<file path="config.mk">
export PLATFORM = sky130hd
export DESIGN_NAME = dummy_hint_top
export DESIGN_NICKNAME = d
export VERILOG_FILES = /design/src/verilog/dummy_hint_pkg.sv /design/src/verilog/dummy_freq_counter.sv /design/src/verilog/dummy_hint_top.sv /design/src/verilog/dummy_instr_encoder.sv /design/src/verilog/fetch_issue_mux.sv /design/src/verilog/lfsr_seeded.sv
export SDC_FILE = /design/constraint.sdc
export NUM_CORES = 1
export LEC_CHECK = 0
export BUFFER_PORTS_ARGS = -buffer_cell sky130_fd_sc_hd__buf_2
export CAP_MARGIN = 5
export CORE_MARGIN = 1
export CORE_UTILIZATION = 45
export CTS_CLUSTER_SIZE = 40
export DETAILED_ROUTE_END_ITERATION = 8
export PLACE_DENSITY = 0.76
export SYNTH_ARGS = -nofsm -noshare
export SYNTH_HDL_FRONTEND = slang
export SYNTH_SLANG_ARGS = --single-unit
</file>
<file path="constraint.sdc">
create_clock -name clk_i -period 2.35 [get_ports clk_i]
set_input_delay 0.1175 -clock clk_i [delete_from_list [all_inputs] [get_ports clk_i]]
set_output_delay 0.1175 -clock clk_i [all_outputs]
set_load 0.005 [all_outputs]
</file>
<file path="src/verilog/dummy_hint_pkg.sv">
/*
 * Shared constants and types for the dummy and hint instruction block.
 * Imported by every RTL module of the fetch-stage insertion logic.
 */
package dummy_hint_pkg;

  localparam int unsigned XLEN = 32;

  // Right-shifting Galois mask for x^32 + x^22 + x^2 + x + 1
  localparam logic [XLEN-1:0] LFSR_TAPS = 32'h8020_0003;

  // Fallback values loaded when an LFSR would otherwise go to zero
  localparam logic [XLEN-1:0] LFSR0_DEFAULT = 32'hac53_3bf4;
  localparam logic [XLEN-1:0] LFSR1_DEFAULT = 32'h5a56_3a3d;
  localparam logic [XLEN-1:0] LFSR2_DEFAULT = 32'hd9c5_4e4c;

  // Lower bound of each dummy frequency range, a setting of 0 selects a window of 4
  localparam logic [3:0] FREQ_MIN_8  = 4'd1;
  localparam logic [3:0] FREQ_MIN_16 = 4'd2;
  localparam logic [3:0] FREQ_MIN_32 = 4'd4;
  localparam logic [3:0] FREQ_MIN_64 = 4'd8;

  // Branch offsets in bytes, a hint replaces a 2-byte compressed instruction
  localparam logic [12:0] DUMMY_BRANCH_OFFSET = 13'd0;
  localparam logic [12:0] HINT_BRANCH_OFFSET  = 13'd2;

  localparam logic [6:0] OPCODE_OP     = 7'b0110011;
  localparam logic [6:0] OPCODE_BRANCH = 7'b1100011;

  localparam logic [2:0] FUNCT3_ADD  = 3'b000;
  localparam logic [2:0] FUNCT3_AND  = 3'b111;
  localparam logic [2:0] FUNCT3_MUL  = 3'b000;
  localparam logic [2:0] FUNCT3_BLTU = 3'b110;
  localparam logic [6:0] FUNCT7_ADD  = 7'b0000000;
  localparam logic [6:0] FUNCT7_MUL  = 7'b0000001;

  localparam logic [1:0] OPCODE_C_SLLI = 2'b10;
  localparam logic [2:0] FUNCT3_C_SLLI = 3'b000;

  localparam logic [4:0] REG_X0 = 5'd0;

  typedef enum logic [1:0] {
    ADD  = 2'd0,
    AND  = 2'd1,
    MUL  = 2'd2,
    BLTU = 2'd3
  } dummy_op_e;

  typedef struct packed {
    logic [6:0] funct7;
    logic [4:0] rs2;
    logic [4:0] rs1;
    logic [2:0] funct3;
    logic [4:0] rd;
    logic [6:0] opcode;
  } r_type_t;

  typedef struct packed {
    logic       imm_12;
    logic [5:0] imm_10_5;
    logic [4:0] rs2;
    logic [4:0] rs1;
    logic [2:0] funct3;
    logic [3:0] imm_4_1;
    logic       imm_11;
    logic [6:0] opcode;
  } b_type_t;

  // The same instruction word seen as an R-type or a B-type encoding
  typedef union packed {
    r_type_t r;
    b_type_t b;
  } instr_word_u;

  typedef struct packed {
    logic            we;
    logic [XLEN-1:0] value;
  } seed_wr_t;

  typedef struct packed {
    instr_word_u     instr;
    logic [XLEN-1:0] operand_a;
    logic [XLEN-1:0] operand_b;
    logic            dummy;
    logic            hint;
  } issue_t;

endpackage

</file>
<file path="src/verilog/dummy_freq_counter.sv">
/*
 * Counts normal instructions handed to decode and requests a dummy once
 * the count reaches a random threshold inside the selected window.
 */
`timescale 1ns/1ps

module dummy_freq_counter (
  input  logic                            clk_i,
  input  logic                            rst_ni,
  input  logic                            enabled,
  input  logic [3:0]                      dummy_freq,
  input  logic [dummy_hint_pkg::XLEN-1:0] lfsr0,
  input  logic                            normal_accept,
  input  logic                            dummy_accept,
  output logic                            dummy_due
);

  import dummy_hint_pkg::*;

  logic [5:0] win_mask;
  logic [6:0] thr_new;
  logic [6:0] thr_cur;
  logic [6:0] thr_q;
  logic [6:0] cnt_q;
  logic [6:0] cnt_inc;
  logic       reload_q;
  logic       due_q;

  // Window size minus one, used as a modulo mask on the random bits
  always_comb begin
    if (dummy_freq >= FREQ_MIN_64) begin
      win_mask = 6'd63;
    end else if (dummy_freq >= FREQ_MIN_32) begin
      win_mask = 6'd31;
    end else if (dummy_freq >= FREQ_MIN_16) begin
      win_mask = 6'd15;
    end else if (dummy_freq >= FREQ_MIN_8) begin
      win_mask = 6'd7;
    end else begin
      win_mask = 6'd3;
    end
  end

  assign thr_new = 7'd1 + {1'b0, lfsr0[31:26] & win_mask};

  // In the reload cycle the stored threshold is stale, so compare against the new one
  assign thr_cur = reload_q ? thr_new : thr_q;
  assign cnt_inc = cnt_q + 7'd1;

  always_ff @(posedge clk_i) begin
    if (!rst_ni || !enabled) begin
      cnt_q    <= '0;
      due_q    <= 1'b0;
      reload_q <= 1'b1;
    end else if (dummy_accept) begin
      cnt_q    <= '0;
      due_q    <= 1'b0;
      reload_q <= 1'b1;
    end else begin
      reload_q <= 1'b0;
      if (normal_accept) begin
        cnt_q <= cnt_inc;
        if (cnt_inc >= thr_cur) begin
          due_q <= 1'b1;
        end
      end
    end
  end

  always_ff @(posedge clk_i) begin
    if (reload_q) begin
      thr_q <= thr_new;
    end
  end

  assign dummy_due = due_q && enabled;

endmodule

</file>
<file path="src/verilog/dummy_hint_top.sv">
/*
 * Dummy and hint instruction insertion between fetch and decode.
 * Ties the three LFSRs, the frequency counter, the encoder and the issue mux.
 */
`timescale 1ns/1ps

module dummy_hint_top (
  input  logic                            clk_i,
  input  logic                            rst_ni,
  input  logic                            fetch_valid,
  input  logic [dummy_hint_pkg::XLEN-1:0] fetch_instr,
  output logic                            fetch_ready,
  output logic                            issue_valid,
  output dummy_hint_pkg::issue_t          issue,
  input  logic                            id_ready,
  input  logic                            rnddummy_enabled,
  input  logic                            rndhint_enabled,
  input  logic [3:0]                      dummy_freq,
  input  dummy_hint_pkg::seed_wr_t        seed0,
  input  dummy_hint_pkg::seed_wr_t        seed1,
  input  dummy_hint_pkg::seed_wr_t        seed2
);

  import dummy_hint_pkg::*;

  logic [XLEN-1:0] lfsr0;
  logic [XLEN-1:0] lfsr1;
  logic [XLEN-1:0] lfsr2;
  logic [XLEN-1:0] enc_operand_a;
  logic [XLEN-1:0] enc_operand_b;
  instr_word_u     enc_word;
  logic            lfsr_step;
  logic            is_hint;
  logic            dummy_due;
  logic            dummy_accept;
  logic            hint_accept;
  logic            normal_accept;

  // Every issued dummy or hint consumes fresh random bits
  assign lfsr_step = dummy_accept || hint_accept;

  lfsr_seeded #(.DEFAULT_SEED(LFSR0_DEFAULT)) u_lfsr0 (
    .clk_i, .rst_ni, .step(lfsr_step), .seed_wr(seed0), .value(lfsr0)
  );

  lfsr_seeded #(.DEFAULT_SEED(LFSR1_DEFAULT)) u_lfsr1 (
    .clk_i, .rst_ni, .step(lfsr_step), .seed_wr(seed1), .value(lfsr1)
  );

  lfsr_seeded #(.DEFAULT_SEED(LFSR2_DEFAULT)) u_lfsr2 (
    .clk_i, .rst_ni, .step(lfsr_step), .seed_wr(seed2), .value(lfsr2)
  );

  dummy_freq_counter u_freq_counter (
    .clk_i,
    .rst_ni,
    .enabled      (rnddummy_enabled),
    .dummy_freq,
    .lfsr0,
    .normal_accept,
    .dummy_accept,
    .dummy_due
  );

  dummy_instr_encoder u_encoder (
    .lfsr0,
    .lfsr1,
    .lfsr2,
    .is_hint,
    .word      (enc_word),
    .operand_a (enc_operand_a),
    .operand_b (enc_operand_b)
  );

  fetch_issue_mux u_issue_mux (
    .fetch_valid, .fetch_instr, .id_ready, .dummy_due, .rndhint_enabled,
    .enc_word, .enc_operand_a, .enc_operand_b,
    .fetch_ready, .issue_valid, .issue, .is_hint,
    .dummy_accept, .hint_accept, .normal_accept
  );

endmodule

</file>
<file path="src/verilog/dummy_instr_encoder.sv">
/*
 * Builds the random ADD, AND, MUL or BLTU word from LFSR0 and takes the
 * operands from LFSR1 and LFSR2. Results always land in x0.
 */
`timescale 1ns/1ps

module dummy_instr_encoder (
  input  logic [dummy_hint_pkg::XLEN-1:0] lfsr0,
  input  logic [dummy_hint_pkg::XLEN-1:0] lfsr1,
  input  logic [dummy_hint_pkg::XLEN-1:0] lfsr2,
  input  logic                            is_hint,
  output dummy_hint_pkg::instr_word_u     word,
  output logic [dummy_hint_pkg::XLEN-1:0] operand_a,
  output logic [dummy_hint_pkg::XLEN-1:0] operand_b
);

  import dummy_hint_pkg::*;

  dummy_op_e   op;
  logic [4:0]  rs1;
  logic [4:0]  rs2;
  logic [12:0] offset;

  assign op  = dummy_op_e'(lfsr0[1:0]);
  assign rs1 = lfsr0[6:2];
  assign rs2 = lfsr0[11:7];

  // A hint branch skips the 2-byte instruction it replaces
  assign offset = is_hint ? HINT_BRANCH_OFFSET : DUMMY_BRANCH_OFFSET;

  always_comb begin
    word        = '0;
    word.r.rs1  = rs1;
    word.r.rs2  = rs2;
    word.r.rd   = REG_X0;
    case (op)
      ADD: begin
        word.r.opcode = OPCODE_OP;
        word.r.funct3 = FUNCT3_ADD;
        word.r.funct7 = FUNCT7_ADD;
      end
      AND: begin
        word.r.opcode = OPCODE_OP;
        word.r.funct3 = FUNCT3_AND;
        word.r.funct7 = FUNCT7_ADD;
      end
      MUL: begin
        word.r.opcode = OPCODE_OP;
        word.r.funct3 = FUNCT3_MUL;
        word.r.funct7 = FUNCT7_MUL;
      end
      default: begin
        // BLTU has no rd, the immediate takes over those bits
        word.b.opcode   = OPCODE_BRANCH;
        word.b.funct3   = FUNCT3_BLTU;
        word.b.rs1      = rs1;
        word.b.rs2      = rs2;
        word.b.imm_12   = offset[12];
        word.b.imm_11   = offset[11];
        word.b.imm_10_5 = offset[10:5];
        word.b.imm_4_1  = offset[4:1];
      end
    endcase
  end

  assign operand_a = lfsr1;
  assign operand_b = lfsr2;

endmodule

</file>
<file path="src/verilog/fetch_issue_mux.sv">
/*
 * Selects what goes to decode: a dummy, a hint replacement or the fetched
 * word. Stalls fetch while a dummy is shown and pulses the accept strobes.
 */
`timescale 1ns/1ps

module fetch_issue_mux (
  input  logic                            fetch_valid,
  input  logic [dummy_hint_pkg::XLEN-1:0] fetch_instr,
  input  logic                            id_ready,
  input  logic                            dummy_due,
  input  logic                            rndhint_enabled,
  input  dummy_hint_pkg::instr_word_u     enc_word,
  input  logic [dummy_hint_pkg::XLEN-1:0] enc_operand_a,
  input  logic [dummy_hint_pkg::XLEN-1:0] enc_operand_b,
  output logic                            fetch_ready,
  output logic                            issue_valid,
  output dummy_hint_pkg::issue_t          issue,
  output logic                            is_hint,
  output logic                            dummy_accept,
  output logic                            hint_accept,
  output logic                            normal_accept
);

  import dummy_hint_pkg::*;

  logic       is_c_slli;
  logic [4:0] c_rd;
  logic [5:0] c_shamt;
  logic       hint_hit;

  // Compressed c.slli fields in the lower half of the fetched word
  assign c_rd      = fetch_instr[11:7];
  assign c_shamt   = {fetch_instr[12], fetch_instr[6:2]};
  assign is_c_slli = (fetch_instr[1:0] == OPCODE_C_SLLI) &&
                     (fetch_instr[15:13] == FUNCT3_C_SLLI);

  // c.slli x0 with a nonzero shift is a hint and may be replaced
  assign hint_hit = rndhint_enabled && is_c_slli && (c_rd == REG_X0) && (c_shamt != '0);
  assign is_hint  = hint_hit && !dummy_due;

  always_comb begin
    issue = '0;
    if (dummy_due) begin
      issue_valid     = 1'b1;
      issue.instr     = enc_word;
      issue.operand_a = enc_operand_a;
      issue.operand_b = enc_operand_b;
      issue.dummy     = 1'b1;
    end else if (hint_hit) begin
      issue_valid     = fetch_valid;
      issue.instr     = enc_word;
      issue.operand_a = enc_operand_a;
      issue.operand_b = enc_operand_b;
      issue.hint      = 1'b1;
    end else begin
      issue_valid     = fetch_valid;
      issue.instr     = fetch_instr;
    end
  end

  // The fetched word is held back for as long as a dummy sits in front of it
  assign fetch_ready   = fetch_valid && id_ready && !dummy_due;
  assign normal_accept = fetch_ready;
  assign hint_accept   = fetch_ready && hint_hit;
  assign dummy_accept  = dummy_due && id_ready;

endmodule

</file>
<file path="src/verilog/lfsr_seeded.sv">
/*
 * One 32-bit Galois LFSR with a seed write port and lockup recovery.
 * Steps once per accepted dummy or hint, a seed write wins over a step.
 */
`timescale 1ns/1ps

module lfsr_seeded #(
  parameter logic [dummy_hint_pkg::XLEN-1:0] DEFAULT_SEED = dummy_hint_pkg::LFSR0_DEFAULT
) (
  input  logic                             clk_i,
  input  logic                             rst_ni,
  input  logic                             step,
  input  dummy_hint_pkg::seed_wr_t         seed_wr,
  output logic [dummy_hint_pkg::XLEN-1:0]  value
);

  import dummy_hint_pkg::*;

  logic [XLEN-1:0] lfsr_q;
  logic [XLEN-1:0] lfsr_step;
  logic [XLEN-1:0] lfsr_load;
  logic            load_en;

  // Shift right and fold the taps back in when a one falls out
  assign lfsr_step = lfsr_q[0] ? ((lfsr_q >> 1) ^ LFSR_TAPS) : (lfsr_q >> 1);

  always_comb begin
    load_en = seed_wr.we || step;
    if (seed_wr.we) begin
      lfsr_load = seed_wr.value;
    end else begin
      lfsr_load = lfsr_step;
    end
    // An all-zero state would never leave zero again
    if (lfsr_load == '0) begin
      lfsr_load = DEFAULT_SEED;
    end
  end

  always_ff @(posedge clk_i) begin
    if (!rst_ni) begin
      lfsr_q <= DEFAULT_SEED;
    end else if (load_en) begin
      lfsr_q <= lfsr_load;
    end
  end

  assign value = lfsr_q;

endmodule
</file>
==> metrics.md <==
| Metric | Value |
|---|---|
| Largest net degree at the start of global routing | 84 |
| Core ar. | 0.0151 mm2 |
| GRT overflow | 0 |
| Final Util | 57.7% |
| Fillers | 1407 |
| YS warnings | 0 |
| Maxcap violations | 0 |
| Setup Skew | 0.0120 ns |
| WL/cell | 16.5 um |
| Setup violators final | 0 |
| Endpoints failing hold | 0 |
| Num rows | 45 |
| R2r startpoint | u_lfsr0.value[28] |
| RSZ-0062 raised after global routing | no |
| Hold Crit Depth | 3 |
| Crit Path Max Fanout | 5 |
| DRT Wirelength | 21400 um |
| Worst slew pin tran | 0.968 ns |
| Hold path start | seed2[21] |
| Dpl hpwl | 16100 um |
| Post-route minimum period | 2.18 ns |
| Starting Density | 45.8% |
| Syn Std Cell Area | 0.00693 mm2 |
| Placer Congestion | 0.898 |
| Initial drt markers | 568 |
| Clock sinks | 112 |
| First-pass GRT wire length | 33800 um |
| Sequential cell area | 0.00225 mm2 |
| CTS Root Cell | clkbuf_16 |
| Peak supply drop | 0.342 mV |
| Async SR Flop Fraction | 0% |
| WP data arrival | 2.41 ns |
| Yosys cell types | 54 |
| Synthesized area per cell | 7.87 um2 |
| I/O pins | 241 |
| Setup WS post-layout | 0.165 ns |
| Crit start category | flip-flop |
| Status | finished clean |
| Vias/cell | 5.69 |
| TritonCTS clock tree | built |
| Antenna viol nets, final | 0 |
| R2R cell count | 10 |
| Antenna violations before repair | 0 |
| Ys flop type | dfxtp_1 |
| Nets | 1253 |
| Total inserted antenna cells | 0 |
| Worst skew pair latency | 0.36 ns |
| Register area share after synthesis | 32.3% |
| IO Port Bufs | 240 |
| Critical path class | reg -> reg |
| Syn Nets | 1034 |
| DR pass1 iterations | 8 |
| Die height | 126 um |
| Clock Tree Buf Depth | 2 |
| F_max | 458 MHz |
| Area delta synth->final | 26.0% |
| DP Worst Slack | 0.0909 ns |
| Critical path endpoint category | flip-flop |
| LEAKAGE | 0.00439 uW |
| Vias | 7351 |
| Placement Cell Area | 0.00840 mm2 |
| Relative slew margins | 35.0% |
| Number of H-tree levels | 3 |
| Worst flop-to-flop path endpoint | u_freq_counter.due_q |
| Synth Instances | 881 |
| Hold Path End | u_lfsr2.value[21] |
| Layout cell share with drive strength beyond 1 | 29.0% |
| Die width | 126 um |
| Tot GR Track Use | 26.7% |
| CP required | 2.58 ns |
| Number of CTS-inserted buffers | 9 |
| Yosys reg bits | 112 |
| Post-route cell area | 0.00873 mm2 |
| Fin Setup TNS | 0 ns |
| Post-route DRC violation count | 0 |
| Die Footprint | 0.0159 mm2 |
| Multi-input gate area | 0.00432 mm2 |
| Slack of the worst reg-to-reg path | 0.17 ns |
| Post-CTS Setup Inserts | 0 |
| Period utilization | 93.0% |
| Slew Limit Fails | 0 |
| PD cells | 531 mW/mm2 |
| Clk slew on worst S/H paths | 0.07 ns |
| Number of global-route vias before repair | 6612 |
| Min-delay worst type | in -> reg |
| Post-synth EDFFs | 0 |
critical path: stages (launching register included):
cell and delay, ns:
dfxtp_2 0.37, o41ai_1 0.10, nor2_1 0.17, nand3_1 0.13, nor3b_1 0.20, a21oi_1 0.08, a21o_1 0.19, ha_1 0.30
a21o_1 0.18, a211oi_1 0.22, a211oi_1 0.10
area by class of cell:
cell class	count	share of cell area (%)
Sequential cell	112	25.7
Timing Repair Buffer	272	17.1
Clock inverter	5	0.989
Multi-Input combinational cell	677	49.5
Inverter	28	1.20
Clock buffer	11	2.78
Tap cell	188	2.69
cell usage in the layout (no fill, tap or decap), types with 17 or more instances in the layout:
cell | Yosys | final
nor2_1 | 66 | 65
nand2_1 | 78 | 78
o21ai_0 | 66 | 66
and2_1 | 67 | 67
a21oi_1 | 75 | 75
buf_2 | 16 | 239
nand3_1 | 17 | 17
and3_1 | 38 | 38
buf_4 | 5 | 29
dfxtp_1 | 112 | 109
nor4_1 | 27 | 27
mux2i_1 | 66 | 66
inv_1 | 26 | 26
where the power goes:
part	switching, uW	internal, uW
combinational	403	361
clock	735	977
sequential	133	2030
total	1270	3370
metrics by stage:
stage / instances / power, uW / hold slack (ns)
final: 1293 / 4640 / 0.0345
after global routing: 1293 / 4840 / 0.0336
after CTS: 1293 / 4670 / 0.0131
after detailed placement: 1277 / 2960 / 0.387
after global placement: 1277 / 2940 / 0.382
after floorplan: 881 / 2610 / 0.256
per-layer routing:
layer / vias to the layer above / track usage, % / share of wire, %
met5: - / 0 / 0
li1: 3591 / - / -
met4: 0 / 11.6 / 2.7
met3: 43 / 3.48 / 6.5
met2: 340 / 42.9 / 45
met1: 3377 / 35.8 / 45
cell families (layout without fill, tap and decap cells):
logic type | after synthesis | in the layout | share of synthesized area (%)
simple gates | 358 | 358 | 27.4
compound gates | 213 | 213 | 19.1
flops | 112 | 112 | 32.3
buf+inv | 92 | 316 | 5.65
mux | 74 | 74 | 10.8
xor+xnor | 20 | 20 | 2.53
fa+ha+maj | 12 | 12 | 2.17
timing repair:
action                     4_1_cts  5_1_grt
setup endpoints to repair        0        1
hold buffers                     0        0
resized for setup                0        3
sequential cells by signal, indices dropped and copies added, names as in the netlist:
name,count
u_freq_counter.thr_q,7
u_lfsr1.value,32
u_lfsr2.value,32
u_freq_counter.cnt_q,7
u_freq_counter.due_q,1
u_lfsr0.value,32
u_freq_counter.reload_q,1
cells in the mapped netlist (3+ instances only):
library cell  number  area [um2]
a211oi_1           3        22.5
a21o_1             6        45.0
a21oi_1           75         375
a31oi_1           11        68.8
a32oi_1           12         105
a41oi_1            3        26.3
and2_1            67         419
and3_1            38         238
buf_1              4        15.0
buf_2             16        80.1
buf_4              5        37.5
clkbuf_1          38         143
dfxtp_1          112        2240
ha_1              12         150
inv_1             26        97.6
mux2_2             8        90.1
mux2i_1           66         661
nand2_1           78         293
nand2b_1           9        56.3
nand3_1           17        85.1
nand4_1            5        31.3
nor2_1            66         248
nor3_1            12        60.1
nor3b_1           11        82.6
nor4_1            27         169
o211ai_2          11         138
o21ai_0           66         330
o21ai_1            7        35.0
o41ai_1            3        26.3
or2_2              3        18.8
or3_1              9        56.3
or4_1              9        67.6
xnor2_1           15         131
xor2_1             5        43.8
worst max-delay path by stage:
stage | startpoint | to | depth (start not counted)
2_1_floorplan | dummy_freq[0] | u_freq_counter.due_q | 10
5_1_grt | u_lfsr0.value[26] | u_freq_counter.due_q | 10
3_5_place_dp | dummy_freq[0] | u_freq_counter.due_q | 11
4_1_cts | u_lfsr0.value[26] | u_freq_counter.due_q | 10
6_report | u_lfsr0.value[28] | u_freq_counter.due_q | 10
3_3_place_gp | dummy_freq[0] | u_freq_counter.due_q | 11
Power figures use the tool's default switching activity.
